--- src/design/dmem_pkg.sv ---
package dmem_pkg;

  localparam int DMEM_WORDS = 256;
  localparam int DMEM_IDX_W = 8;
  localparam int LANE_W = 3;  // byte offset inside a 64-bit word

  // one RAM word, seen at every access size
  typedef union packed {
    logic [7:0][7:0]  bytes;
    logic [3:0][15:0] halves;
    logic [1:0][31:0] words;
    logic [63:0]      dword;
  } dmem_word_u;

  typedef struct packed {
    logic                  valid;
    logic                  write;
    logic [DMEM_IDX_W-1:0] index;
    dmem_word_u            wdata;
  } dmem_req_t;

  // comes back exactly one cycle after each request
  typedef struct packed {
    logic       valid;
    dmem_word_u rdata;
  } dmem_resp_t;

endpackage

--- src/design/isa_pkg.sv ---
package isa_pkg;

  localparam int XLEN = 64;
  localparam int REGNO_W = 5;

  // memory operation carried down from decode
  typedef enum logic [3:0] {
    op_none,
    op_lb,
    op_lbu,
    op_lh,
    op_lhu,
    op_lw,
    op_lwu,
    op_ld,
    op_sb,
    op_sh,
    op_sw,
    op_sd
  } mem_op_t;

  typedef struct packed {
    mem_op_t             op;
    logic [XLEN-1:0]     alu_result;  // effective address for loads and stores
    logic [XLEN-1:0]     rs2_value;   // store data
    logic [REGNO_W-1:0]  rd;
    logic                update_rd;
    logic                load_bool;
    logic                branch_taken;
    logic [XLEN-1:0]     pc_target;
  } mem_instr_t;

  // registered toward writeback
  typedef struct packed {
    logic                valid;
    mem_op_t             op;
    logic [XLEN-1:0]     alu_result;
    logic [XLEN-1:0]     rs2_value;
    logic [XLEN-1:0]     mdata;       // zero unless a load
    logic [REGNO_W-1:0]  rd;
    logic                update_rd;
    logic                load_bool;
    logic                branch_taken;
    logic [XLEN-1:0]     pc_target;
  } mem_result_t;

endpackage
--- src/design/store_merge.sv ---
`timescale 1ns/1ps

module store_merge (
  input  logic                              clk,
  input  logic                              capture,
  input  dmem_pkg::dmem_word_u              old_word,
  input  isa_pkg::mem_op_t                  op,
  input  logic [dmem_pkg::LANE_W-1:0]       addr_lane,
  input  logic [isa_pkg::XLEN-1:0]          store_value,
  output dmem_pkg::dmem_word_u              merged
);
  import isa_pkg::*;
  import dmem_pkg::*;

  dmem_word_u held;  // word from the read half

  always_ff @(posedge clk) begin
    if (capture) begin
      held <= old_word;
    end
  end

  always_comb begin
    merged = held;
    case (op)
      op_sb: merged.bytes[addr_lane] = store_value[7:0];
      op_sh: merged.halves[addr_lane[LANE_W-1:1]] = store_value[15:0];
      op_sw: merged.words[addr_lane[LANE_W-1]] = store_value[31:0];
      op_sd: merged.dword = store_value;  // whole word, old data not needed
      default: ;
    endcase
  end

  // misaligned halves and words would straddle lanes
  a_lane_aligned: assert property (@(posedge clk)
    capture |-> (op != op_sh || !addr_lane[0]) && (op != op_sw || addr_lane[1:0] == 2'b00));

endmodule

--- config.mk ---
export PLATFORM = sky130hd
export DESIGN_NAME = store_merge
export DESIGN_NICKNAME = d
export VERILOG_FILES = /design/src/design/dmem_pkg.sv /design/src/design/isa_pkg.sv /design/src/design/store_merge.sv
export SDC_FILE = /design/constraint.sdc
export NUM_CORES = 1
export LEC_CHECK = 0
export CORE_UTILIZATION = 70
export DETAILED_ROUTE_END_ITERATION = 10
export DONT_BUFFER_PORTS = 1
export PLACE_DENSITY = 0.86
export SYNTH_ARGS = -nofsm -noshare
export SYNTH_HDL_FRONTEND = slang
export SYNTH_SLANG_ARGS = --single-unit
export TNS_END_PERCENT = 20
--- constraint.sdc ---
create_clock -name clk -period 4.3 [get_ports clk]
set_clock_uncertainty 0.2 [all_clocks]
set_input_delay 0.86 -clock clk [delete_from_list [all_inputs] [get_ports clk]]
set_output_delay 0.86 -clock clk [all_outputs]
set_load 0.1 [all_outputs]
# Word level (Yosys, flattened, before mapping)

Cells that the tools add are included.

Reductions and logical operators: 3
Eq/ne operators: 4
$lt $le $gt $ge: 6
Muxes and demuxes: 10

Operators by type and width:

| kind                 | count |
|---|---|
| $pmux W64 S4         | 1 |
| $bwmux W64           | 3 |
| $demux W16 S2        | 1 |
| $demux W32 S1        | 1 |
| $mux W32             | 1 |
| $demux W8 S3         | 1 |
| $eq A4 B4 Y1 const B | 4 |
| $mux W16             | 1 |
| $mux W8              | 1 |
| $lt A3 B4 Y1 const B | 1 |
| $ge A3 B1 Y1 const B | 1 |
| $logic_and A1 B1 Y1  | 3 |
| $lt A2 B3 Y1 const B | 1 |
| $ge A2 B1 Y1 const B | 1 |
| $lt A1 B2 Y1 const B | 1 |
| $ge A1 B1 Y1 const B | 1 |

Bits of input ports: 137
Flip-flop bits (word level): 64
Logic and storage cells: 24

# Longest topological paths before layout

Depth after elaboration: 6
Mapped depth: 7
Gate-level depth less buffers: 4

# Worst setup path after synthesis

OpenSTA, ideal clock, no wires.

Kind: input -> output
Start point: in op[0]
End point: out merged[31] (netlist name)
Data required time: 3.240 ns
Arrival: 3.923 ns
Path slack: -0.683 ns
Stages: 5
Cell sequence: buf_6 -> or4b_4 -> nor2_1 -> a22oi_1 -> o21ai_0

RTL lines:

| element         | line              | text |
|---|---|---|
| start, declared | store_merge.sv:7  | `input isa_pkg::mem_op_t op,` |
| end, declared   | store_merge.sv:10 | `output dmem_pkg::dmem_word_u merged` |

==> impl_metrics.env <==
export IMPL_status="completed"
export IMPL_portBuffers=0
export IMPL_synth_edf_count=64
export IMPL_nets=688
export IMPL_dr_wl_met3_mm=3.05
export IMPL_ys_types=48
export IMPL_place_congestion=0.901
export IMPL_clk_pin_slew_ns=0.09
export IMPL_clockBufferDepth=2
export IMPL_hold_violations=0
export IMPL_yosysWarnings=0
export IMPL_post_drt_wl_per_cell_um=29.5
export IMPL_initial_utilization=0.741
export IMPL_area_growth_pct=20.5
export IMPL_syn_inst=521
export IMPL_p_per_area_mw_per_mm2=389
export IMPL_post_cts_buffers=0
export IMPL_layout_drive_gt1_share=0.351
export IMPL_seq_area_mm2=0.00192
export IMPL_firstDrtPassIters=7
export IMPL_drv_cap=0
export IMPL_multi_input_area_mm2=0.00314
export IMPL_hold_buffers=0
export IMPL_rows=30
export IMPL_grtUsageTotal=0.507
export IMPL_largest_reg_flops=64
export IMPL_slew_violations=0
export IMPL_critical_path_class="in2out"
export IMPL_yosys_area_top_type_share=0.373
export IMPL_synth_seq_cells=64
export IMPL_antenna_found_initial=2
export IMPL_fin_util=0.893
export IMPL_cp_cell_sequence="nand2b_2 > nor4_2 > a222oi_1 > o21ai_2 > buf_4"
export IMPL_synth_area_leaders="edfxtp_1, mux2_2, mux2i_1"
export IMPL_regMostFlops="held"
export IMPL_fin_area_mm2=0.00620
export IMPL_hpwlAfterDp_mm=12.2
export IMPL_via_per_inst=8.10
export IMPL_wl_met2_mm=8.45
export IMPL_crit_fanout=17
export IMPL_async_reset_ff_frac=0
export IMPL_dpl_cell_area_mm2=0.00595
export IMPL_ys_seq_area_frac=0.373
export IMPL_setup_tns_final_ns=0
export IMPL_fp_dieArea_mm2=0.00770
export IMPL_period_needed_ns=3.86
export IMPL_wirelength_mm=19.3
export IMPL_synth_top_cell_by_area="edfxtp_1"
export IMPL_irDropWorstVdd_mv=0.338
export IMPL_setup_viol=0
export IMPL_die_w_um=87.7
export IMPL_synthTopCellsByCount="edfxtp_1, mux2_2, nand2_1, o21ai_0, mux2i_1"
export IMPL_gr_total_overflow=0
export IMPL_cts_tree="yes"
export IMPL_synth_fp_nets=658
export IMPL_grt_pass1_vias=5176
export IMPL_critPathSlowestCell="nor4_2"
export IMPL_yosys_most_used_dff="edfxtp_1"
export IMPL_drtIter0Drc=942
export IMPL_fmaxAchievable_mhz=259
export IMPL_hold_depth=0
export IMPL_min_period_over_period=0.898
export IMPL_design_core_area_mm2=0.00694
export IMPL_grt_setup_unrepaired="no"
export IMPL_critical_path_max_stage_delay_ns=0.81
export IMPL_top_layer_used="met4"
export IMPL_clock_sinks=64
export IMPL_worstMarginPinSlew_ns=0.817
export IMPL_slew_headroom=0.451
export IMPL_htreeDepth=3
export IMPL_ctsResizeCount=0
export IMPL_critPathRequiredTime_ns=3.24
export IMPL_met1_length_mm=6.27
export IMPL_reg_top3="held (64)"
export IMPL_leakagePower_nw=2.37
export IMPL_cts_made_buffers=9
export IMPL_num_vias=5295
export IMPL_cp_arrival_ns=2.80
export IMPL_ioPinCount=201
export IMPL_grt_max_degree=87
export IMPL_min_path_type="in2reg"
export IMPL_finalPower_mw=2.41
export IMPL_cp_start_kind="input pin"
export IMPL_dieHeight_um=87.7
export IMPL_grt_pass1_wl_mm=28.6
export IMPL_avgSynthCellArea_um2=9.88
export IMPL_root_buffer="clkbuf_8"
export IMPL_syn_area_mm2=0.00515
export IMPL_ant_nets=0
export IMPL_placed_cells=636
export IMPL_end_kind="output port"
export IMPL_drc_errors=0
export IMPL_layoutNonFillerInstCount=654
export IMPL_n_fill_cell=316
-- power by group --
| group | switching, mW | internal (mW) | total (mW) |
|---|---|---|---|
| sequential | 0.0363 | 0.743 | 0.780 |
| combinational | 0.694 | 0.276 | 0.970 |
| clock | 0.275 | 0.386 | 0.661 |
-- logic make-up (layout without fill, tap and decap cells) --
logic type,Yosys count,count (layout),share of synthesized area
AO/OA/AOI/OAI,167,167,0.233
AND/OR/NAND/NOR,126,126,0.129
flip-flops,64,64,0.373
buffers and inverters,64,99,0.0547
multiplexers,100,100,0.210
other,0,2,0
-- critical path: cells and delay by family --
kind / cells / cell delay (ns)
AO/OA/AOI/OAI: 2 / 0.42
buffers and inverters: 1 / 0.31
AND/OR/NAND/NOR: 2 / 1.19
-- area by class of cell --
class                   count  share of cell area
diodes                      2            0.000807
multi-input cells         393               0.506
well taps                  96              0.0194
repair buffers             67               0.115
clock inverters             7              0.0192
inverters                  16             0.00969
flip-flops and latches     64               0.310
clock buffers               9              0.0200
-- routing by layer --
layer,GRT usage,vias to the layer above
met5,0,-
met4,0.323,0
met3,0.222,176
met2,0.763,599
met1,0.591,2403
li1,-,2117
-- layout by cell type (no fill, tap or decap), types with 17 or more instances in the layout --
cell      instances
buf_4            51
a32oi_1          19
nor2_1           32
a21oi_1          22
a22oi_1          26
mux2i_1          36
o21ai_0          24
mux2_2           64
nand2_1          40
edfxtp_1         64
a221o_1          17
-- path summary, 6_finish.rpt --
check	slack, ns	end	start
worst max-delay path	0.44	merged[18]	op[2]
worst min-delay path	0.39	held[4]	old_word[4]
-- metrics by stage --
step / setup slack, ns / hold slack, ns
finish: 0.438 / 0.386
global route: 0.421 / 0.380
CTS: 0.570 / 0.389
detailed placement: 0.599 / 0.759
global placement: 0.671 / 0.759
floorplan: -0.554 / 0.759
Note: power is estimated with default switching activity, not from simulation.
