--- config.mk ---
export PLATFORM = sky130hd
export DESIGN_NAME = load_align
export DESIGN_NICKNAME = d
export VERILOG_FILES = /design/src/design/dmem_pkg.sv /design/src/design/isa_pkg.sv /design/src/design/load_align.sv
export SDC_FILE = /design/constraint.sdc
export NUM_CORES = 1
export LEC_CHECK = 0
export ABC_AREA = 1
export BUFFER_PORTS_ARGS = -buffer_cell sky130_fd_sc_hd__buf_2
export CAP_MARGIN = 30
export CELL_PAD_IN_SITES_DETAIL_PLACEMENT = 1
export CELL_PAD_IN_SITES_GLOBAL_PLACEMENT = 1
export CORE_MARGIN = 1
export CORE_UTILIZATION = 29
export DETAILED_ROUTE_END_ITERATION = 8
export GPL_TIMING_DRIVEN = 0
export PLACE_DENSITY = 0.95
export SLEW_MARGIN = 25
export SYNTH_ARGS = -nofsm -noshare
export SYNTH_HDL_FRONTEND = slang
export SYNTH_SLANG_ARGS = --single-unit
--- constraint.sdc ---
create_clock -name vclk -period 2.6
set_input_delay 0.13 -clock vclk [all_inputs]
set_output_delay 0.13 -clock vclk [all_outputs]
set_load 0.01 [all_outputs]
--- src/design/dmem_pkg.sv ---
package dmem_pkg;

  localparam int DMEM_WORDS = 256;
  localparam int DMEM_IDX_W = 8;
  localparam int LANE_W = 3;  // byte offset inside a 64-bit word

  // one RAM word, seen at every access size
  typedef union packed {
    logic [7:0][7:0]  bytes;
    logic [3:0][15:0] halves;
    logic [1:0][31:0] words;
    logic [63:0]      dword;
  } dmem_word_u;

  typedef struct packed {
    logic                  valid;
    logic                  write;
    logic [DMEM_IDX_W-1:0] index;
    dmem_word_u            wdata;
  } dmem_req_t;

  // comes back exactly one cycle after each request
  typedef struct packed {
    logic       valid;
    dmem_word_u rdata;
  } dmem_resp_t;

endpackage

--- src/design/isa_pkg.sv ---
package isa_pkg;

  localparam int XLEN = 64;
  localparam int REGNO_W = 5;

  // memory operation carried down from decode
  typedef enum logic [3:0] {
    op_none,
    op_lb,
    op_lbu,
    op_lh,
    op_lhu,
    op_lw,
    op_lwu,
    op_ld,
    op_sb,
    op_sh,
    op_sw,
    op_sd
  } mem_op_t;

  typedef struct packed {
    mem_op_t             op;
    logic [XLEN-1:0]     alu_result;  // effective address for loads and stores
    logic [XLEN-1:0]     rs2_value;   // store data
    logic [REGNO_W-1:0]  rd;
    logic                update_rd;
    logic                load_bool;
    logic                branch_taken;
    logic [XLEN-1:0]     pc_target;
  } mem_instr_t;

  // registered toward writeback
  typedef struct packed {
    logic                valid;
    mem_op_t             op;
    logic [XLEN-1:0]     alu_result;
    logic [XLEN-1:0]     rs2_value;
    logic [XLEN-1:0]     mdata;       // zero unless a load
    logic [REGNO_W-1:0]  rd;
    logic                update_rd;
    logic                load_bool;
    logic                branch_taken;
    logic [XLEN-1:0]     pc_target;
  } mem_result_t;

endpackage
--- src/design/load_align.sv ---
`timescale 1ns/1ps

module load_align (
  input  dmem_pkg::dmem_word_u        word,
  input  isa_pkg::mem_op_t            op,
  input  logic [dmem_pkg::LANE_W-1:0] addr_lane,
  output logic [isa_pkg::XLEN-1:0]    mdata
);
  import isa_pkg::*;
  import dmem_pkg::*;

  logic [7:0]  lane_b;
  logic [15:0] lane_h;
  logic [31:0] lane_w;

  assign lane_b = word.bytes[addr_lane];
  assign lane_h = word.halves[addr_lane[LANE_W-1:1]];
  assign lane_w = word.words[addr_lane[LANE_W-1]];

  always_comb begin
    case (op)
      op_lb:   mdata = {{(XLEN-8){lane_b[7]}}, lane_b};
      op_lbu:  mdata = {{(XLEN-8){1'b0}}, lane_b};
      op_lh:   mdata = {{(XLEN-16){lane_h[15]}}, lane_h};
      op_lhu:  mdata = {{(XLEN-16){1'b0}}, lane_h};
      op_lw:   mdata = {{(XLEN-32){lane_w[31]}}, lane_w};
      op_lwu:  mdata = {{(XLEN-32){1'b0}}, lane_w};
      op_ld:   mdata = word.dword;
      default: mdata = '0;  // stores and non-memory ops
    endcase
  end

endmodule

---- Yosys cells after proc, flatten, opt, wreduce, memory -nomap -nowiden ----
Index checks and enable logic that the tools add are counted.
word-level totals
  bits of input ports ..................... 71
  logic and storage cells ................. 17
  output and inout bits ................... 64
  register bits ........................... 0
operators by class
  magnitude comparators ................... 3
  equal/unequal tests ..................... 7
  muxes and demuxes ....................... 7
operators by type and width
  operator                                                               count
  64-bit one-hot mux with 7 select lines                                 1
  32-bit two-way mux                                                     2
  16-bit binary-select mux with 2-bit select                             1
  8-bit binary-select mux with 3-bit select                              1
  4-bit by 3-bit equality test with 1-bit output, second input constant  4
  16-bit two-way mux                                                     1
  4-bit by 2-bit equality test with 1-bit output, second input constant  2
  8-bit two-way mux                                                      1
  4-bit by 1-bit equality test with 1-bit output, second input constant  1
  3-bit by 4-bit < comparator with 1-bit output, second input constant   1
  2-bit by 3-bit < comparator with 1-bit output, second input constant   1
  1-bit by 2-bit < comparator with 1-bit output, second input constant   1

---- Logic depth before layout (Yosys ltp) ----
  word-level depth ........................ 3
  mapped depth ............................ 10
  mapped depth without buffers ............ 8

---- Least setup slack after synthesis ----
OpenSTA, ideal clock, no wires.
  path type ............................... input to output
  from .................................... input addr_lane[2] (netlist name)
  to ...................................... output mdata[11] (netlist name)
  path buffers ............................ 3
  cell stages on the path ................. 8
  arrival ................................. 1035 ps
  slack ................................... 1435 ps
  data required time ...................... 2470 ps
  cell sequence ........................... buf_4 -> inv_4 -> nand3_1 -> nand3_1 -> nand3_2 -> buf_6 -> buf_6 -> nand3_1
between the ends
  cells in the longest elaborated chain, start to end .. 3
  elaborated cells between the ends (all ways) .. 7
  those cells by class .................... mux: 7
RTL lines
  element                                                                  RTL line          source
  start: declaration                                                       load_align.sv:6   input logic [dmem_pkg::LANE_W-1:0] addr_lane,
  8-bit binary-select mux with 3-bit select, or another cell as far along  load_align.sv:16  assign lane_b = word.bytes[addr_lane];
  8-bit two-way mux (not written as such), or another cell as far along    load_align.sv:16
  64-bit one-hot mux with 7 select lines *                                 load_align.sv:21  case (op)
  end: declaration                                                         load_align.sv:7   output logic [isa_pkg::XLEN-1:0] mdata
Mark *: on every way between the ends. The rest lies on a longest branch, timed or not. The select of a mux whose other input is x is not followed.

---- Worst setup path after layout ----
  from .................................... input op[1]
  to ...................................... output mdata[13] (netlist name)
between the ends
  cells in the longest elaborated chain, start to end .. 2
  elaborated cells between the ends (all ways) .. 8
  those cells by class .................... eq/ne: 7; mux: 1
RTL lines
  element                                                                       RTL line          source
  start: declaration                                                            load_align.sv:5   input isa_pkg::mem_op_t op,
  4-bit by 3-bit equality test with 1-bit output, or another cell as far along  load_align.sv:21
  64-bit one-hot mux with 7 select lines *                                      load_align.sv:21
Mark *: on every way between the ends. The rest lies on a longest branch, timed or not.

==> results.yml <==
sta:
  relSlewSlack_pct: 59.0
  rsz0062_at_grt: "false"
  hold_ws_ns: 0.586
  worst_slew_pin_slew_ns: 0.612
  drv_slew: 0
  timing.setup.tns_ns: 0
  fmax_mhz: 595
  setup-violations-final: 0
  finalHoldViolations: 0
  post-route-period-util_pct: 64.6
  min_period_ns: 1.68
drt:
  wl_um: 12300
  wl_per_cell_um: 17.8
  viasPerCell: 5.51
  drcViolationCount: 0
  antenna_left: 0
  first_iter_violations: 187
  routed-via-count: 3806
  dr.pass1.iters: 5
layout:
  drive_above_1_share_pct: 30.9
  seq_area_um2: 0
  antenna_cells: 0
  nClkBuffers: 0
  final_nets: 665
  seq_cell_count: 0
  area.growth.synth_to_final_pct: 35.7
  num-fill-cells: 1132
  stdcell_area_mm2: 0.00298
  final_util_pct: 40.9
  multi_input_area_mm2: 0.00178
worst_setup_path:
  startpoint_type: "primary input"
  worstSetupEndpointType: "output pin"
  crit_fanout: 10
  arrival_ns: 1.55
  crit_type: "primary input to output pin"
  worstPathRequired_ns: 2.47
grt:
  antenna_found_initial: 0
  grt_usage_pct: 30.2
  grt_first_pass_wirelength_um: 18400
  grt_max_degree: 11
  grt-ovfl-total: 0
  grt_pass1_vias: 3629
placed_design:
  hpwl_um: 9720
  place_area_mm2: 0.00298
  placement.io_buffers: 132
  gp_congestion: 0.889
logic_synthesis:
  synth_compound_area_share_pct: 23.6
  syn_inst: 460
  synth_top_area_share_pct: 20.3
  yosys_warnings: 0
  synth-adder-area-share_pct: 0
  synth_top_family_by_area: "simple AND/OR/NAND/NOR gates"
  synth_top_area_cell: "nand2_1"
  yosys.area_share.simple_pct: 57.2
  synth_commonest_cells: "119 x nand2_1, 89 x nand3_1, 51 x nor2_1, 50 x a21oi_1, 40 x inv_1"
  synthTopCellsByArea: "nand2_1 20%, nand3_1 20%, a21oi_1 11%"
  synth-xor-area-share_pct: 0
  seq_area_frac_synth_pct: 0
  yosys.cell_types.count: 25
  synth.most_common_cell: "nand2_1"
  muxShareOfSynthArea_pct: 0
  synth_fp_nets: 531
  mappedNetlistArea_mm2: 0.00220
  postSynthAreaPerCell_um2: 4.78
status:
  status: "completed"
clocking:
  cts_resized: 0
  cts_hold_buf: 0
  post-cts-setup-buffer-count: 0
pwr:
  leakage_uw: 0.00193
  p_per_area_mw_per_mm2: 177
  p_total_uw: 528
  max-vdd-ir-drop_v: 0.0000615
floorplan:
  die_h_um: 89.0
  coreArea_mm2: 0.00729
  start_util_pct: 30.1
  die_x_um: 89.0
  row_count: 31
  ios: 135
  die_area_mm2: 0.00793
hold_path:
  min_to: "mdata[16]"
  hold_path.startpoint: "word[16]"
  min_path_type: "primary input to output pin"
  hold_path_depth: 4
flow_run:
  drv_cap: 0
[worst max-delay path: stages]
cell	delay, ns
buf_2	0.11
inv_1	0.06
nand2_1	0.09
nand2_2	0.20
nand2_1	0.34
o21ai_2	0.28
nand2_1	0.11
nand3_1	0.10
buf_2	0.13
[kinds of logic after synthesis]
group / count (synthesis)
buffers and inverters: 82
AOI/OAI and AO/OA: 95
and+or+nand+nor: 283
[cell usage in the layout, fill, tap and decap left out, drive strengths merged]
cell type	Yosys	final
a21oi	50	50
a31oi	2	2
buf	37	169
clkbuf	1	1
inv	44	44
nand2	123	123
nand3	91	91
nand3b	9	9
nand4	7	7
nor2	53	53
o211ai	5	5
o21a	3	3
o21ai	26	26
o21bai	1	1
o22ai	8	8
[area by class of cell]
type                       instances  area share (%)
timing repair buffer             132            22.2
tap                               99            4.15
buffer                            38            8.52
multi-input combinational        378            59.5
inverter                          44            5.62
[worst max path at each step]
stage,from,end,slack [ns],depth (start not counted)
final,op[1],mdata[13],0.92,9
after CTS,op[1],mdata[13],0.94,9
after detailed placement,op[1],mdata[13],0.95,9
after global routing,op[3],mdata[11],0.79,9
after global placement,op[3],mdata[11],0.97,9
after floorplan,addr_lane[2],mdata[11],1.44,8
[where the power goes]
group	switching, uW	internal [uW]	total (uW)
registers	0	0	0
logic	330	197	528
clock network	0	0	0
total	330	197	528
[metrics by stage]
stage	worst slack, ns	cells
detailed placement	0.946	691
finish	0.919	691
CTS	0.938	691
floorplan	1.44	460
global placement	0.966	691
global route	0.787	691
[per-layer routing]
metal | vias up | track usage [%] | share of wire [%]
li1 | 1797 | - | -
met1 | 1791 | 39.0 | 43
met2 | 185 | 53.0 | 47
met3 | 33 | 2.31 | 6.7
met4 | 0 | 10.2 | 3.2
met5 | - | 0 | 0
Note: power is estimated with default switching activity, not from simulation.
