===== config.mk =====
export PLATFORM = sky130hd
export DESIGN_NAME = access_ctrl
export DESIGN_NICKNAME = d
export VERILOG_FILES = /design/src/design/dmem_pkg.sv /design/src/design/isa_pkg.sv /design/src/design/access_ctrl.sv
export SDC_FILE = /design/constraint.sdc
export NUM_CORES = 1
export LEC_CHECK = 0
export BUFFER_PORTS_ARGS = -buffer_cell sky130_fd_sc_hd__buf_2
export CAP_MARGIN = 20
export CORE_AREA = 2 2 162 164
export DETAILED_ROUTE_END_ITERATION = 10
export DIE_AREA = 0 0 164 166
export PLACE_DENSITY = 0.3
export SLEW_MARGIN = 20
export SYNTH_ARGS = -nofsm -noshare
export SYNTH_HDL_FRONTEND = slang
export SYNTH_SLANG_ARGS = --single-unit

===== constraint.sdc =====
create_clock -name clk -period 3.4 [get_ports clk]
set_input_delay 0.34 -clock clk [delete_from_list [all_inputs] [get_ports clk]]
set_output_delay 0.34 -clock clk [all_outputs]
set_load 0.02 [all_outputs]

===== src/design/dmem_pkg.sv =====
package dmem_pkg;

  localparam int DMEM_WORDS = 256;
  localparam int DMEM_IDX_W = 8;
  localparam int LANE_W = 3;  // byte offset inside a 64-bit word

  // one RAM word, seen at every access size
  typedef union packed {
    logic [7:0][7:0]  bytes;
    logic [3:0][15:0] halves;
    logic [1:0][31:0] words;
    logic [63:0]      dword;
  } dmem_word_u;

  typedef struct packed {
    logic                  valid;
    logic                  write;
    logic [DMEM_IDX_W-1:0] index;
    dmem_word_u            wdata;
  } dmem_req_t;

  // comes back exactly one cycle after each request
  typedef struct packed {
    logic       valid;
    dmem_word_u rdata;
  } dmem_resp_t;

endpackage


===== src/design/isa_pkg.sv =====
package isa_pkg;

  localparam int XLEN = 64;
  localparam int REGNO_W = 5;

  // memory operation carried down from decode
  typedef enum logic [3:0] {
    op_none,
    op_lb,
    op_lbu,
    op_lh,
    op_lhu,
    op_lw,
    op_lwu,
    op_ld,
    op_sb,
    op_sh,
    op_sw,
    op_sd
  } mem_op_t;

  typedef struct packed {
    mem_op_t             op;
    logic [XLEN-1:0]     alu_result;  // effective address for loads and stores
    logic [XLEN-1:0]     rs2_value;   // store data
    logic [REGNO_W-1:0]  rd;
    logic                update_rd;
    logic                load_bool;
    logic                branch_taken;
    logic [XLEN-1:0]     pc_target;
  } mem_instr_t;

  // registered toward writeback
  typedef struct packed {
    logic                valid;
    mem_op_t             op;
    logic [XLEN-1:0]     alu_result;
    logic [XLEN-1:0]     rs2_value;
    logic [XLEN-1:0]     mdata;       // zero unless a load
    logic [REGNO_W-1:0]  rd;
    logic                update_rd;
    logic                load_bool;
    logic                branch_taken;
    logic [XLEN-1:0]     pc_target;
  } mem_result_t;

endpackage

===== src/design/access_ctrl.sv =====
`timescale 1ns/1ps

module access_ctrl (
  input  logic                 clk,
  input  logic                 reset,
  input  logic                 flush,
  input  logic                 in_valid,
  input  isa_pkg::mem_instr_t  in,
  input  dmem_pkg::dmem_resp_t resp,
  input  dmem_pkg::dmem_word_u merged,
  output dmem_pkg::dmem_req_t  req,
  output logic                 capture,
  output logic                 done
);
  import isa_pkg::*;
  import dmem_pkg::*;

  typedef enum logic [1:0] {
    st_idle,
    st_wait_read,
    st_write,
    st_wait_write
  } state_t;

  typedef enum logic [1:0] {
    cls_none,
    cls_load,
    cls_full,  // sd is written straight through
    cls_sub    // sb/sh/sw need a read-modify-write
  } op_class_t;

  state_t                state;
  state_t                state_nxt;
  op_class_t             op_class;
  logic [DMEM_IDX_W-1:0] index;

  always_comb begin
    case (in.op)
      op_lb, op_lbu, op_lh, op_lhu, op_lw, op_lwu, op_ld: op_class = cls_load;
      op_sd: op_class = cls_full;
      op_sb, op_sh, op_sw: op_class = cls_sub;
      default: op_class = cls_none;
    endcase
  end

  assign index = in.alu_result[LANE_W +: DMEM_IDX_W];  // upper address bits dropped

  always_comb begin
    state_nxt = state;
    req.valid = 1'b0;
    req.write = 1'b0;
    req.index = index;
    req.wdata = merged;
    capture = 1'b0;
    done = 1'b0;
    case (state)
      st_idle: begin
        if (in_valid) begin
          case (op_class)
            cls_none: done = 1'b1;
            cls_full: begin
              req.valid = 1'b1;
              req.write = 1'b1;
              state_nxt = st_wait_write;
            end
            default: begin  // loads and the read half of a sub-word store
              req.valid = 1'b1;
              state_nxt = st_wait_read;
            end
          endcase
        end
      end
      st_wait_read: begin
        if (resp.valid) begin
          if (op_class == cls_sub) begin
            capture = 1'b1;
            state_nxt = st_write;
          end else begin
            done = 1'b1;
            state_nxt = st_idle;
          end
        end
      end
      st_write: begin
        req.valid = 1'b1;
        req.write = 1'b1;
        state_nxt = st_wait_write;
      end
      default: begin
        if (resp.valid) begin  // write ack
          done = 1'b1;
          state_nxt = st_idle;
        end
      end
    endcase
    if (flush) begin
      req.valid = 1'b0;
      req.write = 1'b0;
      capture = 1'b0;
      done = 1'b1;
      state_nxt = st_idle;
    end
  end

  always_ff @(posedge clk) begin
    if (reset) begin
      state <= st_idle;
    end else begin
      state <= state_nxt;
    end
  end

  // RAM handles a single access at a time
  a_one_outstanding: assert property (@(posedge clk) disable iff (reset)
    req.valid |-> !resp.valid);

  // a write other than sd is the second half of a read-modify-write of the same word
  a_write_source: assert property (@(posedge clk) disable iff (reset)
    req.valid && req.write && in.op != op_sd |->
      $past(req.valid, 2) && !$past(req.write, 2) && $past(req.index, 2) == req.index);

endmodule


# --- Yosys cells after proc, flatten, opt, wreduce, memory -nomap -nowiden ---
# Memory sizes are Yosys's and may differ from the RTL's.
# Index checks and enable logic that the tools add are counted.
totals:
  mem_count: 1
  romBits: 32
  regBits: 2
  inputBits: 337
op_classes:
  muxes: 22
  n_eq_ne: 7
  n_reduce_logical: 5
memory_table:
  columns: ["memory", "depth", "word_bits", "rd", "rd_clocked_by_memory_dff", "write_ports", "line_no", "text"]
  rows:
  - ["(name not given)", 16, 2, 1, 0, 0, "access_ctrl.sv:38", "case (in.op)"]
op_table:
  columns: ["cell", "count"]
  rows:
  - ["$mux W1", 12]
  - ["$mux W2", 6]
  - ["$pmux W2 S2", 2]
  - ["$eq A2 B2 Y1 const B", 3]
  - ["$ne A2 B2 Y1 const B", 3]
  - ["$pmux W2 S3", 1]
  - ["$logic_not A2 Y1", 2]
  - ["$reduce_and A4 Y1", 1]
  - ["$pmux W1 S3", 1]
  - ["$reduce_bool A3 Y1", 1]
  - ["$eq A2 B1 Y1 const B", 1]
  - ["$reduce_or A2 Y1", 1]

# --- Depth between registers and ports, before layout ---
# An unclocked memory read counts as a cell.
logic_depth:
  word_depth: 6
  depth_mapped: 3
  mapped_depth_nobuf: 3

# --- Worst setup path after synthesis ---
# OpenSTA, ideal clock, no wires.
synth_timing:
  path_type: "input port to output port"
  from: "in in[201] (netlist bit)"
  to: "out done"
  t_arrival_ns: 1.246
  path_stages: 3
  slack_ns: 1.814
  path_cell_list: "or4_4 > nand2_1 > a311o_1"
synth_via:
  elab_chain_cells: 6
  elab_cells_between_ends: 9
  classes_between: "1 x eq/ne; 6 x mux; 1 x reduce/logical; 1 x memory"
synth_rtl:
  columns: ["element", "line_no", "text"]
  rows:
  - ["start: declaration", "access_ctrl.sv:8", "input isa_pkg::mem_instr_t in,"]
  - ["$mem_v2 Z16 W2 *", null, null]
  - ["$eq A2 B2 Y1 / $logic_not A2 Y1 (equally long branches)", "access_ctrl.sv:75, access_ctrl.sv:59", null]
  - ["$mux W1, on equally long branches", "access_ctrl.sv:75, access_ctrl.sv:59", null]
  - ["$mux W1, on equally long branches", "access_ctrl.sv:74, access_ctrl.sv:58", null]
  - ["$pmux W1 S3 *", "access_ctrl.sv:56", "case (state)"]
  - ["$mux W1 *", "access_ctrl.sv:96", "if (flush) begin"]
  - ["end: declaration", "access_ctrl.sv:13", "output logic done"]
# Mark *: on every way between the ends. The rest lies on a longest branch, timed or not.

# --- Final worst setup path ---
layout_timing:
  from: "reg state[1]"
  to: "out done"
layout_via:
  elab_chain_cells: 3
  elab_cells_between_ends: 5
  classes_between: "2 x eq/ne; 2 x mux; 1 x reduce/logical"
layout_rtl:
  columns: ["element", "line_no", "text"]
  rows:
  - ["start: declaration", "access_ctrl.sv:32", "state_t state;"]
  - ["start signal: assignment", "access_ctrl.sv:107", "state <= st_idle;"]
  - ["start signal: assignment", "access_ctrl.sv:109", "state <= state_nxt;"]
  - ["$eq A2 B2 Y1 (tied with other cells)", "access_ctrl.sv:56", null]
  - ["$pmux W1 S3 *", "access_ctrl.sv:56", null]
  - ["$mux W1 *", "access_ctrl.sv:96", null]
# Marks and branches as above.

==> impl_metrics.prom <==
# TYPE chip_impl_metric gauge
chip_impl_info{name="status",value="finished clean"} 1
chip_impl_metric{name="io-pin-count",unit=""} 413
chip_impl_metric{name="drt-pass1-iter-count",unit=""} 3
chip_impl_metric{name="final_design_area_no_fill",unit="µm²"} 758
chip_impl_metric{name="final_cells",unit=""} 376
chip_impl_metric{name="drv.max_cap_violation_count",unit=""} 0
chip_impl_info{name="setup.worst_path.end_class",value="output port"} 1
chip_impl_metric{name="postcts_setup_bufs",unit=""} 0
chip_impl_metric{name="cts_hold_repair.buffers",unit=""} 0
chip_impl_metric{name="number_of_placement_rows",unit=""} 59
chip_impl_metric{name="slew_violations",unit=""} 0
chip_impl_metric{name="place.port_buffers",unit=""} 12
chip_impl_metric{name="initial_utilization",unit="%"} 2.91
chip_impl_metric{name="cts-root-to-sink-buffers",unit=""} 2
chip_impl_info{name="register_containing_the_most_flip_flops_in_the_final_layout",value="state"} 1
chip_impl_metric{name="arrival_time_at_the_worst_endpoint",unit="ns"} 1.54
chip_impl_metric{name="synth_warnings",unit=""} 0
chip_impl_metric{name="initialDrtViolationCount",unit=""} 5
chip_impl_info{name="cp_slowest_cell",value="dfxtp_1"} 1
chip_impl_info{name="min-delay-start",value="reset"} 1
chip_impl_metric{name="nNetsFinal",unit=""} 380
chip_impl_metric{name="synth_cell_type_count",unit=""} 16
chip_impl_info{name="hp-class",value="input pin to flop"} 1
chip_impl_info{name="worstReg2RegEnd",value="state[1]"} 1
chip_impl_metric{name="routed_wl",unit="mm"} 1.48
chip_impl_metric{name="setup_viol",unit=""} 0
chip_impl_metric{name="final_routed_wire_length_divided_by_cell_count",unit="µm"} 3.93
chip_impl_metric{name="path_buf_inv",unit=""} 1
chip_impl_info{name="worstSetupStartpoint",value="state[1]"} 1
chip_impl_metric{name="dpl.cell_count",unit=""} 373
chip_impl_metric{name="number_of_antenna_violations_at_the_first_check_in_global_routing",unit=""} 0
chip_impl_info{name="startpoint_type",value="flop"} 1
chip_impl_metric{name="antenna_left",unit=""} 0
chip_impl_metric{name="dp_hpwl",unit="mm"} 1.28
chip_impl_metric{name="power.ir.vdd_worst",unit="V"} 0.0000896
chip_impl_metric{name="die_area",unit="µm²"} 27200
chip_impl_info{name="most-common-layout-cells",value="buf_2, nand2_1, nor3_1"} 1
chip_impl_metric{name="final_layout_size_suffix_gt1_share",unit="%"} 46.3
chip_impl_metric{name="timing.final.crit_period",unit="ns"} 1.88
chip_impl_info{name="mostFrequentLayoutCell",value="buf_2"} 1
chip_impl_metric{name="crit_path_max_cell_delay",unit="ns"} 0.36
chip_impl_metric{name="drt-vias-per-instance",unit=""} 0.766
chip_impl_metric{name="avgSynthCellArea",unit="µm²"} 7.60
chip_impl_metric{name="hold-path-cell-count",unit=""} 4
chip_impl_metric{name="r2r.worst_path.cells",unit=""} 3
chip_impl_info{name="crit_path_cell_trace",value="nor3b_1 -> a21oi_1 -> a311o_1 -> buf_2"} 1
chip_impl_metric{name="totalNegativeSetupSlack",unit="ns"} 0
chip_impl_metric{name="path_max_fanout",unit=""} 6
chip_impl_metric{name="global_route.overflow_total",unit=""} 0
chip_impl_metric{name="slew_headroom",unit="%"} 82.0
chip_impl_metric{name="grt_pass1_vias",unit=""} 339
chip_impl_metric{name="synthCells",unit=""} 98
chip_impl_metric{name="antennaDiodeCount",unit=""} 0
chip_impl_info{name="endpoint",value="done"} 1
chip_impl_metric{name="syn2layout_area_growth",unit="%"} 1.85
chip_impl_metric{name="first_pass_grt_wire_length",unit="mm"} 2.00
chip_impl_metric{name="largest_register_ff_count",unit=""} 2
chip_impl_metric{name="die_w",unit="µm"} 164
chip_impl_metric{name="die_h",unit="µm"} 166
chip_impl_metric{name="fmax_achieved",unit="MHz"} 532
chip_impl_info{name="cts_tree",value="done"} 1
chip_impl_metric{name="cts.reportedPaths.clkPinSlew",unit="ns"} 0.03
chip_impl_metric{name="post_syn_nets",unit=""} 435
chip_impl_metric{name="ys_ff_latch",unit=""} 2
chip_impl_metric{name="worstSkewPairLatency",unit="ns"} 0.22
chip_impl_metric{name="htreeDepth",unit=""} 1
chip_impl_metric{name="dpl-instance-area",unit="µm²"} 683
chip_impl_metric{name="syn_area",unit="µm²"} 744
chip_impl_info{name="setup_repair_after_global_routing_missed_its_margin",value="false"} 1
chip_impl_metric{name="worst-path-stages",unit=""} 4
chip_impl_info{name="layout_top_registers",value="state (2)"} 1
chip_impl_metric{name="power.density",unit="nW/µm²"} 300
chip_impl_info{name="launching_point_of_the_worst_reg2reg_path",value="state[1]"} 1
chip_impl_metric{name="cts_resized",unit=""} 0
chip_impl_metric{name="groute.usage.overall",unit="%"} 1.17
chip_impl_metric{name="power.leakage",unit="nW"} 0.164
chip_impl_metric{name="share_of_the_yosys_chip_area_belonging_to_registers",unit="%"} 5.38
chip_impl_metric{name="tritoncts_num_sinks",unit=""} 2
chip_impl_info{name="critPathTopFamily",value="compound AO/OA/AOI/OAI gates"} 1
chip_impl_metric{name="grt_max_degree",unit=""} 8
chip_impl_metric{name="rrSetupSlack",unit="ns"} 2.33
chip_impl_metric{name="tritoncts.num_buffers",unit=""} 3
chip_impl_metric{name="max_slew.worst_pin.slew",unit="ns"} 0.269
chip_impl_metric{name="remaining_drc_errors",unit=""} 0
chip_impl_metric{name="final_hold_viol_count",unit=""} 0
chip_impl_metric{name="fill_cells",unit=""} 3025
chip_impl_metric{name="critPathRequiredTime",unit="ns"} 3.06
chip_impl_metric{name="min_period_over_period",unit="%"} 55.3
chip_impl_metric{name="gp_congestion",unit=""} 0.528
chip_impl_info{name="cts-root-buf",value="clkbuf_16"} 1
chip_impl_metric{name="detailroute.via_count",unit=""} 288
chip_impl_info{name="worst-setup-path-type",value="flop to output port"} 1
chip_impl_metric{name="placeableCoreArea",unit="µm²"} 25600
chip_impl_metric{name="fin_skew",unit="ns"} 0.000757
tightest hold or removal path: stages:
cell	delay [ns]
buf_2	0.08
nor2_1	0.04
nand2_1	0.07
a21oi_2	0.03
worst min path at each step:
stage | endpoint
after floorplan | state[0]
final | state[0]
after global placement | state[0]
after global routing | state[0]
after detailed placement | state[0]
after CTS | state[0]
per-stage QoR:
| step | power (mW) | setup WS (ns) | util [%] | hold slack [ns] |
|---|---|---|---|---|
| 6_report | 0.228 | 1.52 | 2.96 | 0.389 |
| 4_1_cts | 0.231 | 1.53 | 2.96 | 0.390 |
| 3_3_place_gp | 0.0523 | 1.58 | 2.67 | 0.570 |
| 5_1_grt | 0.236 | 1.47 | 2.96 | 0.429 |
| 3_5_place_dp | 0.0528 | 1.57 | 2.67 | 0.564 |
| 2_1_floorplan | 0.164 | 1.81 | - | 0.512 |
layer usage:
metal	global-route usage [%]	share of wire, %	wire, µm	vias up
met2	1.50	40	595	15
met1	0.952	33	490	135
li1	-	-	-	130
met4	1.18	3.1	46	0
met3	1.25	23	343	8
met5	0	0	0	-
layout make-up:
cell class / instances / area (µm²) / area share, %
clock buffers: 3 / 75.1 / 9.90
repair buffers: 12 / 60.1 / 7.92
inverters: 1 / 3.75 / 0.495
well taps: 335 / 419 / 55.3
flip-flops and latches: 2 / 40.0 / 5.28
multi-input cells: 23 / 160 / 21.1
power by group:
group	total [mW]	leakage (nW)	internal [mW]	switching, mW
logic	0.0263	0.111	0.0111	0.0151
registers	0.0258	0.0163	0.0245	0.00137
clock network	0.176	0.0370	0.150	0.0261
Yosys cell counts:
master / number / area share [%]
or4_4: 1 / 1.5
nand2_1: 6 / 3.0
a31oi_4: 1 / 2.9
a41oi_2: 1 / 2.2
o31ai_1: 1 / 1.0
a311o_1: 1 / 1.3
and4b_1: 1 / 1.3
buf_4: 72 / 73
a21oi_2: 1 / 1.2
nor2_1: 2 / 1.0
nor3b_1: 1 / 1.0
a21o_1: 1 / 1.0
a21oi_1: 2 / 1.3
dfxtp_1: 2 / 5.4
nor3_1: 4 / 2.7
inv_1: 1 / 0.50
kinds of logic (layout without fill, tap and decap cells):
family                 Yosys count  in the layout  synth area share [%]
buffers and inverters           73             16                  73.1
flip-flops                       2              2                  5.38
AND/OR/NAND/NOR                 15             15                  10.6
AO/OA/AOI/OAI                    8              8                  10.9
Power figures use the tool's default switching activity.
