`src/design/isa_pkg.sv`:
```
package isa_pkg;

  localparam int XLEN = 64;
  localparam int REGNO_W = 5;

  // memory operation carried down from decode
  typedef enum logic [3:0] {
    op_none,
    op_lb,
    op_lbu,
    op_lh,
    op_lhu,
    op_lw,
    op_lwu,
    op_ld,
    op_sb,
    op_sh,
    op_sw,
    op_sd
  } mem_op_t;

  typedef struct packed {
    mem_op_t             op;
    logic [XLEN-1:0]     alu_result;  // effective address for loads and stores
    logic [XLEN-1:0]     rs2_value;   // store data
    logic [REGNO_W-1:0]  rd;
    logic                update_rd;
    logic                load_bool;
    logic                branch_taken;
    logic [XLEN-1:0]     pc_target;
  } mem_instr_t;

  // registered toward writeback
  typedef struct packed {
    logic                valid;
    mem_op_t             op;
    logic [XLEN-1:0]     alu_result;
    logic [XLEN-1:0]     rs2_value;
    logic [XLEN-1:0]     mdata;       // zero unless a load
    logic [REGNO_W-1:0]  rd;
    logic                update_rd;
    logic                load_bool;
    logic                branch_taken;
    logic [XLEN-1:0]     pc_target;
  } mem_result_t;

endpackage
```
`src/design/result_reg.sv`:
```
`timescale 1ns/1ps

module result_reg (
  input  logic                     clk,
  input  logic                     reset,
  input  logic                     flush,
  input  logic                     load,
  input  isa_pkg::mem_instr_t      in,
  input  logic [isa_pkg::XLEN-1:0] mdata,
  output isa_pkg::mem_result_t     out
);
  import isa_pkg::*;

  mem_result_t next;

  always_comb begin
    next.valid = 1'b1;
    next.op = in.op;
    next.alu_result = in.alu_result;
    next.rs2_value = in.rs2_value;
    next.mdata = mdata;
    next.rd = in.rd;
    next.update_rd = in.update_rd;
    next.load_bool = in.load_bool;
    next.branch_taken = in.branch_taken;
    next.pc_target = in.pc_target;
  end

  always_ff @(posedge clk) begin
    if (reset || flush) begin
      out <= '0;
    end else if (load) begin
      out <= next;
    end else begin
      out.valid <= 1'b0;  // payload stays, one-cycle valid pulse
    end
  end

endmodule

```
`config.mk`:
```
export PLATFORM = sky130hd
export DESIGN_NAME = result_reg
export DESIGN_NICKNAME = d
export VERILOG_FILES = /design/src/design/isa_pkg.sv /design/src/design/result_reg.sv
export SDC_FILE = /design/constraint.sdc
export NUM_CORES = 1
export LEC_CHECK = 0
export BUFFER_PORTS_ARGS = -buffer_cell sky130_fd_sc_hd__buf_4
export CORE_AREA = 10 10 200 202
export DETAILED_ROUTE_END_ITERATION = 12
export DIE_AREA = 0 0 210 212
export PLACE_DENSITY = 0.59
export SYNTH_ARGS = -nofsm -noshare
export SYNTH_HDL_FRONTEND = slang
export SYNTH_SLANG_ARGS = --single-unit
```
`constraint.sdc`:
```
create_clock -name clk -period 1.7 [get_ports clk]
set_clock_uncertainty 0.05 [all_clocks]
set_input_delay 0.51 -clock clk [delete_from_list [all_inputs] [get_ports clk]]
set_output_delay 0.51 -clock clk [all_outputs]
set_load 0.02 [all_outputs]
```
* Word-level counts from Yosys, hierarchy flattened *
Index checks and enable logic that the tools add are counted.
W data, S select, Z words.

word-level totals
  input bits = 272
  register bits after elaboration = 269
  output and inout bits = 269
  word-level logic and storage cells = 12

operators by class
  reductions and logical operators = 1
  muxes and demuxes = 1

operators with widths
  cell                number
  $logic_or A1 B1 Y1  1
  $mux W1             1

* Logic depth before layout (Yosys ltp) *
Gate-level depths: netlist of the first run.

  word-level depth = 1
  mapped depth = 5
  gate-level depth less buffers = 2

* Least setup slack after synthesis of the first run *
Ideal clock, no wire load.

  path type = input port to flip-flop
  start point = input load
  end point = register out[154] (netlist name)
  arrival = 1.182 ns
  cell stages on the path = 5
  slack = 0.353 ns
  required time = 1.536 ns
  setup time = 0.114 ns
  buffers on the path = 3
  cell sequence = buf_4 -> buf_8 -> buf_8 -> mux2i_1 -> nor2_1

RTL lines
  item                    RTL line          RTL
  start: declaration      result_reg.sv:7   input logic load,
  end signal: assignment  result_reg.sv:33  out <= next;
  end: declaration        result_reg.sv:10  output isa_pkg::mem_result_t out

* Worst setup path after layout of the first run *
  start point = register out[263] (netlist name)
  end point = output out[263] (netlist name)

No word-level cell between the ends.

==> qor.yml, run 1 <==
run_status:
  run_status: "complete, no violations"
logic_synthesis:
  syn_avg_cell_area_um2: 11.2
  synthDistinctLibCells: 10
  synth_top_cell_area_share_pct: 55.3
  yosys_warnings: 0
  syn_inst: 868
  synthFlopType: "dfxtp_1"
  synth.net_count: 1140
  post-synth-top-area-cell: "dfxtp_1"
  synthTopCellsByArea: "dfxtp_1 (55%), mux2i_1 (28%), nor2_1 (10%)"
  ys_seq_elements: 269
  synth_common_cells: "dfxtp_1 (269), nor2_1 (269), mux2i_1 (268), buf_6 (38), buf_8 (11)"
  synth_area_mm2: 0.00973
  synth_seq_area_share_pct: 55.3
  synth-edff-count: 0
  ys_async_sr_fraction_pct: 0
worst_setup_path:
  crit_buf_inv: 1
  required_ns: 1.14
  cp.arrival_ns: 1.10
  cpMaxStageDelayCell: "dfxtp_1"
  crit_path_end_kind: "output pin"
  critPathMaxStageDelay_ns: 0.38
  crit_path_max_fanout: 2
  cp-start-kind: "register"
  crit_type: "reg2out"
  path_cells: "buf_4"
  critical_path.top_delay_family: "flip-flops"
clocking:
  root_buffer: "clkbuf_16"
  cts.path.max_buffers: 3
  cts.sinks: 269
  htree_num_levels: 1
  cts_tree: "built"
  postCtsSetupBuffers: 0
  clk_pin_slew_worst_paths_ns: 0.06
  postCtsHoldBufs: 0
  post_cts_resized: 1
  numCtsBuffers: 30
  clk_latency_ns: 0.54
final_layout:
  largest_reg_flops: 269
  largest_registers: "out x269"
  top_register: "out"
  drive_gt1_share_pct: 43.6
  fill_cells: 3467
  design_area_mm2: 0.0152
  multi_input_area_mm2: 0.00370
  num-nets-final: 1687
  n_antenna_cell: 0
  ff_latch_area_mm2: 0.00539
  syn2layout_area_growth_pct: 56.1
power_and_ir_drop:
  leakage_nw: 7.59
  powerDensity_mw_per_mm2: 989
  ir_drop_mv: 0.764
  power_mw: 15.0
routing:
  antenna_left: 0
  wl_per_cell_um: 18.5
  finalWirelength_um: 35200
  drt-initial-drc-count: 254
  drcViolationCount: 0
  vias: 8040
  vias_per_cell: 4.22
  firstDrtPassIters: 4
timing:
  whs_ns: 0.141
  fin_tns_setup_ns: 0
  maxSlewViolCount: 0
  rsz0062_at_grt: "false"
  setup_viol: 0
  max_freq_mhz: 604
  relSlewSlack_pct: 77.5
  finalHoldViolCount: 0
  period_share_pct: 97.4
  period_minus_slack_ns: 1.66
  worstMarginPinSlew_ns: 0.338
grt:
  grt_pass1_wl_um: 52100
  track_usage_pct: 14.7
  grt-ovfl-total: 0
  antenna_found_initial: 0
  grt_start_max_net_pins: 54
  grt_pass1_vias: 8384
placed_design:
  dpl-instance-area_mm2: 0.0142
  hpwlAfterDp_um: 28300
  place.gp.congestion: 0.769
  portBuffers: 540
floorplanning:
  core_mm2: 0.0361
  start_util_pct: 27.0
  die_h_um: 212
  die_x_um: 210
  rows: 70
  io_pins: 541
  dieArea_mm2: 0.0445
worst_hold_path:
  hold_class: "in2reg"
flow_run:
  drv_cap: 0
-- path summary, 6_finish.rpt --
kind / startpoint / end / slack (ns) / cells after the start
setup / recovery: out[263] / out[263] / 0.04 / 1
hold reg to reg: out[149] / out[149] / 0.44 / 2
hold / removal: in[85] / out[149] / 0.14 / 3
setup reg to reg: out[15] / out[15] / 1.00 / 2
-- cells in the final DEF (no fill, tap or decap), drive strengths merged --
master / instances
clkinv: 4
bufinv: 2
buf: 575
mux2i: 268
dfxtp: 269
clkbuf: 43
or2: 1
nor2: 269
clkinvlp: 2
inv: 2
-- through the flow --
| stage | std cells | util, % | setup WS, ns |
|---|---|---|---|
| 6_report | 1903 | 42.1 | 0.0441 |
| 5_1_grt | 1903 | 42.1 | 0.0000627 |
| 4_1_cts | 1903 | 42.1 | 0.00373 |
| 3_5_place_dp | 1851 | 39.4 | 0.156 |
| 3_3_place_gp | 1851 | 39.4 | 0.189 |
| 2_1_floorplan | 868 | - | 0.353 |
-- metal layers --
layer,up-vias,wire length [um],global-route usage [%]
li1,3955,-,-
met1,3715,13300,16.2
met2,326,17700,25.9
met3,44,3400,5.46
met4,0,777,4.19
met5,-,0,0
-- cell families (layout without fill, tap and decap cells) --
| kind of cell | count (synthesis) | in the layout | synth area share, % |
|---|---|---|---|
| flip-flops | 269 | 269 | 55.3 |
| buffers and inverters | 61 | 628 | 6.66 |
| multiplexers | 268 | 268 | 27.6 |
| AND/OR/NAND/NOR | 270 | 270 | 10.4 |
-- cell type report --
cell class | count | share of cell area [%]
Clock buffer | 43 | 5.80
Clock inverter | 9 | 0.684
Inverter | 1 | 0.0247
Multi-Input combinational cell | 538 | 24.4
Sequential cell | 269 | 35.5
Tap cell | 468 | 3.86
Timing Repair Buffer | 575 | 29.8
-- where the power goes --
group / leakage [nW] / total, mW / switching [mW] / internal, mW
sequential: 2.19 / 6.63 / 0.114 / 6.52
combinational: 4.91 / 1.97 / 0.914 / 1.05
clock: 0.481 / 6.42 / 2.55 / 3.87
Note: power is estimated with default switching activity, not from simulation.
==> run 2, diff against run 1 <==
--- a/config.mk
+++ b/config.mk
@@ -7,8 +7,8 @@
 export LEC_CHECK = 0
 export BUFFER_PORTS_ARGS = -buffer_cell sky130_fd_sc_hd__buf_4
-export CORE_AREA = 10 10 200 202
+export CORE_AREA = 10 10 203 205
 export DETAILED_ROUTE_END_ITERATION = 12
-export DIE_AREA = 0 0 210 212
-export PLACE_DENSITY = 0.59
+export DIE_AREA = 0 0 213 215
+export PLACE_DENSITY = 0.6
 export SYNTH_ARGS = -nofsm -noshare
 export SYNTH_HDL_FRONTEND = slang
==> constraint.sdc (replaced) <==
create_clock -name clk -period 1.4 [get_ports clk]
set_clock_uncertainty 0.05 [all_clocks]
set_input_delay 0.07 -clock clk [delete_from_list [all_inputs] [get_ports clk]]
set_output_delay 0.07 -clock clk [all_outputs]
set_load 0.02 [all_outputs]
==> run 2 against run 1 <==
Against the previous run:
- critical path depth unchanged
- worst setup slack better by 0.12 ns
- final cell count up 16%
- flip-flop and latch count unchanged
- total power up 28%
==> qor.yml, run 2 (same netlist as run 1, synthesis figures left out) <==
worst_setup_path:
  crit_path_max_fanout: 2
  critPathMaxStageDelay_ns: 0.39
  cpMaxStageDelayCell: "dfxtp_1"
  critical_path.top_delay_family: "flip-flops"
  crit_path_end_kind: "output pin"
  path_cells: "buf_4"
  required_ns: 1.28
  crit_buf_inv: 1
  crit_type: "reg2out"
  cp.arrival_ns: 1.12
  cp-start-kind: "register"
routing:
  finalWirelength_um: 38800
  firstDrtPassIters: 4
  wl_per_cell_um: 17.7
  antenna_left: 0
  vias: 9236
  vias_per_cell: 4.20
  drt-initial-drc-count: 438
  drcViolationCount: 0
timing:
  setup_ws_ns: 0.163
  maxSlewViolCount: 0
  finalHoldViolCount: 0
  period_share_pct: 88.3
  setup_viol: 0
  worstMarginPinSlew_ns: 0.413
  rsz0062_at_grt: "false"
  whs_ns: 0.0403
  period_minus_slack_ns: 1.24
  fin_tns_setup_ns: 0
  max_freq_mhz: 809
  relSlewSlack_pct: 72.5
final_layout:
  top_register: "out"
  drive_gt1_share_pct: 36.3
  num-nets-final: 1976
  layout_common_cells: "buf_4 (569), dlygate4sd3_1 (282), nor2_1 (269), dfxtp_1 (269), mux2i_1 (268)"
  layout_commonest_cell: "buf_4"
  largest_reg_flops: 269
  syn2layout_area_growth_pct: 85.4
  fin_cells: 2198
  largest_registers: "out x269"
run_status:
  run_status: "complete, no violations"
flow_run:
  drv_cap: 0
placed_design:
  portBuffers: 540
  hpwlAfterDp_um: 27600
  dp.cells: 1864
  dp_slack_ns: 0.207
  place.gp.congestion: 0.792
clocking:
  cts.path.max_buffers: 3
  postCtsHoldBufs: 282
  post_cts_resized: 0
  clk_pin_slew_worst_paths_ns: 0.06
  htree_num_levels: 1
  numCtsBuffers: 30
  clk_latency_ns: 0.54
  cts_tree: "built"
  root_buffer: "clkbuf_16"
  cts.sinks: 269
  postCtsSetupBuffers: 0
grt:
  grt_pass1_vias: 9993
  antenna_found_initial: 2
  grt_start_max_net_pins: 47
  grt_pass1_wl_um: 58800
  track_usage_pct: 16.0
  grt-ovfl-total: 0
power_and_ir_drop:
  powerDensity_mw_per_mm2: 1070
  leakage_nw: 8.78
  ir_drop_mv: 1.09
floorplanning:
  core_mm2: 0.0372
  rows: 71
  start_util_pct: 26.1
  dieArea_mm2: 0.0458
  die_x_um: 213
  io_pins: 541
  die_h_um: 215
worst_hold_path:
  hold_class: "in2reg"
## run 2: changes by cell type in the layout (fill, tap and decap cells not counted), sizes merged
cell and change:
dlygate4sd3 +282, buf +7, clkinv -3, bufinv +2, diode +2, clkbuf +1
clkinvlp -1, inv -1
## run 2: report_power, final
part / internal [mW] / switching [mW] / total (mW)
clock network: 5.00 / 3.06 / 8.06
logic: 1.79 / 1.31 / 3.10
registers: 7.91 / 0.144 / 8.06
## run 2: cell type report
| type | count | area [um2] |
|---|---|---|
| antenna | 2 | 5.00 |
| clock buffer | 44 | 875 |
| clock inverter | 6 | 133 |
| fill | 3247 | 19200 |
| inverter | 1 | 3.75 |
| multi-input combinational | 538 | 3700 |
| sequential | 269 | 5390 |
| tap | 474 | 593 |
| timing repair buffer | 864 | 7350 |
## run 2: final timing paths
path              slack, ns  cells after the start        to  startpoint
setup / recovery       0.16                      1  out[234]    out[234]
hold / removal         0.04                      4  out[150]       reset
hold reg to reg        0.44                      2  out[250]    out[250]
setup reg to reg       0.18                      3   out[93]     out[93]
## run 2: routing by layer
metal / share of wire, % / up-vias / global-route usage [%]
met5: 0 / - / 0
met4: 2.3 / 0 / 4.59
met3: 9.4 / 54 / 5.25
met2: 50 / 369 / 28.3
met1: 39 / 4287 / 17.9
li1: - / 4526 / -
## run 2: per-stage QoR
| step | utilization, % | area (um2) | power, mW |
|---|---|---|---|
| 2_1_floorplan | - | 9730 | 9.44 |
| 3_3_place_gp | 38.2 | 14200 | 10.6 |
| 3_5_place_dp | 38.2 | 14200 | 10.6 |
| 4_1_cts | 48.5 | 18000 | 19.4 |
| 5_1_grt | 48.5 | 18000 | 20.0 |
| 6_report | 48.5 | 18000 | 19.2 |
==> run 3, diff against run 2 <==
- ABC_AREA: default -> 1
- CORE_AREA: 10 10 203 205 -> 10 10 204 206
- DIE_AREA: 0 0 213 215 -> 0 0 214 216
- PLACE_DENSITY: 0.6 -> 0.63
==> run 3 against run 2 <==
Against the previous run:
- utilization up 3.8 points
- die area is 0.94% higher
- via count grew 41%
- highest routed layer unchanged
- area after synthesis increased by 12%
- sequential power up 1%
- first-iteration DRC count grew 97%
- largest cell class unchanged
- largest power group unchanged
- the run now ends with hold timing left
==> qor.yml, run 3 <==
logic_synthesis:
  ys_async_sr_fraction_pct: 0
  yosys_warnings: 0
  syn_avg_cell_area_um2: 6.43
  synth_top_cell_area_share_pct: 49.2
  synthTopCellsByArea: "dfxtp_1 (49%), nand2_1 (18%), nor2_1 (18%)"
  synth_area_mm2: 0.0109
  synth_seq_area_share_pct: 49.2
  post-synth-top-area-cell: "dfxtp_1"
  ys_seq_elements: 269
  syn_inst: 1700
  synthFlopType: "dfxtp_1"
  synth.net_count: 1972
  synthDistinctLibCells: 10
  synth_common_cells: "nand2_1 (536), nor2_1 (536), dfxtp_1 (269), inv_1 (268), buf_2 (60)"
  synth-edff-count: 0
worst_hold_path:
  hold_path_end: "out[247]"
  min_from: "reset"
  holdPathStages: 5
  hold_class: "in2reg"
final_layout:
  num-nets-final: 2795
  design_area_mm2: 0.0196
  top_register: "out"
  finish.utilization_pct: 52.3
  largest_reg_flops: 269
  layout_common_cells: "buf_4 (568), nor2_1 (536), nand2_1 (536)"
  drive_gt1_share_pct: 24.5
  syn2layout_area_growth_pct: 78.8
  fill_cells: 3290
  layout_commonest_cell: "buf_4"
  largest_registers: "out x269"
power_and_ir_drop:
  ir_drop_mv: 0.999
  switchingPower_mw: 5.20
  leakage_nw: 10.4
  p_sw_share_pct: 26.3
  power_mw: 19.8
  internal-power_mw: 14.6
  pwr-share-clk_pct: 39.6
  powerDensity_mw_per_mm2: 1010
  p_comb_share_pct: 19.1
  seqPwrFrac_pct: 41.3
clocking:
  root_buffer: "clkbuf_16"
  clk_pin_slew_worst_paths_ns: 0.06
  cts.sinks: 269
  numCtsBuffers: 30
  cts.path.max_buffers: 3
  htree_num_levels: 1
  cts_tree: "built"
  clk_latency_ns: 0.55
floorplanning:
  io_pins: 541
  start_util_pct: 29.2
  dieArea_mm2: 0.0462
  die_x_um: 214
  rows: 71
  core_mm2: 0.0374
  die_h_um: 216
timing:
  finalHoldViolCount: 1
  worstMarginPinSlew_ns: 0.349
  period_share_pct: 88.2
  maxSlewViolCount: 0
  fin_tns_setup_ns: 0
  setup_viol: 0
  period_minus_slack_ns: 1.24
  whs_ns: -0.00288
  rsz0062_at_grt: "false"
  relSlewSlack_pct: 76.7
  max_freq_mhz: 809
worst_setup_path:
  worstReg2RegStart: "out[260]"
  reg2reg_slack_ns: 0.23
  crit_path_max_fanout: 2
  required_ns: 1.28
  crit_path_end_kind: "output pin"
  r2r-end: "out[260]"
  cp-start-kind: "register"
  path_cells: "buf_4"
  crit_buf_inv: 1
  cp.arrival_ns: 1.12
  reg2reg_depth: 3
  critical_path.top_delay_family: "flip-flops"
  crit_type: "reg2out"
  cpMaxStageDelayCell: "dfxtp_1"
  critPathMaxStageDelay_ns: 0.39
grt:
  grt_pass1_vias: 13300
  grt_pass1_wl_um: 73300
  track_usage_pct: 19.4
  grt-ovfl-total: 0
  antenna_found_initial: 3
  grt_start_max_net_pins: 76
flow_run:
  drv_cap: 0
placed_design:
  hpwlAfterDp_um: 31200
  portBuffers: 540
  place.gp.congestion: 0.821
  dpl-instance-area_mm2: 0.0155
run_status:
  violations: "hold timing"
  run_status: "finished, violations left"
routing:
  firstDrtPassIters: 6
  antenna_left: 0
  vias_per_cell: 4.26
  vias: 13000
  wl_per_cell_um: 15.7
  finalWirelength_um: 47900
  drcViolationCount: 0
  drt-initial-drc-count: 861
## run 3: cell count changes after synthesis, moves of 3 or more
cell,previous run,this run
nand2_1,0,536
mux2i_1,268,0
inv_1,1,268
nor2_1,269,536
buf_2,5,60
buf_6,38,0
buf_4,1,25
buf_8,11,0
clkbuf_1,5,1
buf_1,0,3
## run 3: metal layers
layer  global-route usage (%)  vias up  share of wire, %
met2                     34.0      594                48
met4                     7.50        0               3.5
li1                         -     6446                 -
met1                     21.2     5845                38
met3                     6.69      121               9.7
met5                        0        -                 0
## run 3: power groups by stage
stage	Clock (mW)	Sequential [mW]	Combinational, mW
floorplan	0	8.72	1.13
global placement	0	8.32	2.94
detailed placement	0	8.33	2.96
CTS	8.04	8.17	3.67
global route	8.34	8.21	4.10
finish	7.83	8.18	3.78
## run 3: final cells by class
type / instances / area, um2 / share of cell area [%]
clock buffer: 44 / 885 / 4.52
antenna: 3 / 7.51 / 0.0384
tap: 511 / 639 / 3.27
clock inverter: 7 / 85.1 / 0.435
inverter: 268 / 1010 / 5.14
sequential: 269 / 5390 / 27.5
timing repair buffer: 880 / 7500 / 38.4
multi-input combinational: 1074 / 4040 / 20.7
## run 3: logic make-up (layout without fill, tap and decap cells)
group	count (synthesis)	count (layout)	synth area share (%)
DFF	269	269	49.2
and+or+nand+nor	1074	1074	37.0
other	0	3	0
buffers and inverters	357	1199	13.8
## run 3: metrics by stage
step,cells,hold WS (ns),setup slack [ns]
after global routing,3056,0.00623,0.120
final,3056,-0.00288,0.165
after floorplan,1700,0.0951,0.581
after global placement,2699,0.217,0.278
after CTS,3051,-0.0762,0.0202
after detailed placement,2699,0.232,0.256
## run 3: how the worst max path moves through the flow
stage               startpoint       end  slack, ns  cells after the start
floorplan                 load   out[17]       0.58                      6
global placement          load  out[158]       0.28                      5
detailed placement       flush   out[68]       0.26                      6
CTS                      flush  out[254]       0.02                      7
global route          out[253]  out[253]       0.12                      1
finish                out[253]  out[253]       0.16                      1
## run 3: what timing repair did
item,in CTS,in global routing
hold buffers,301,0
gates resized for setup,0,1
endpoints found under the setup margin,0,19
buffers inserted,0,1
endpoints found under the hold margin,269,0
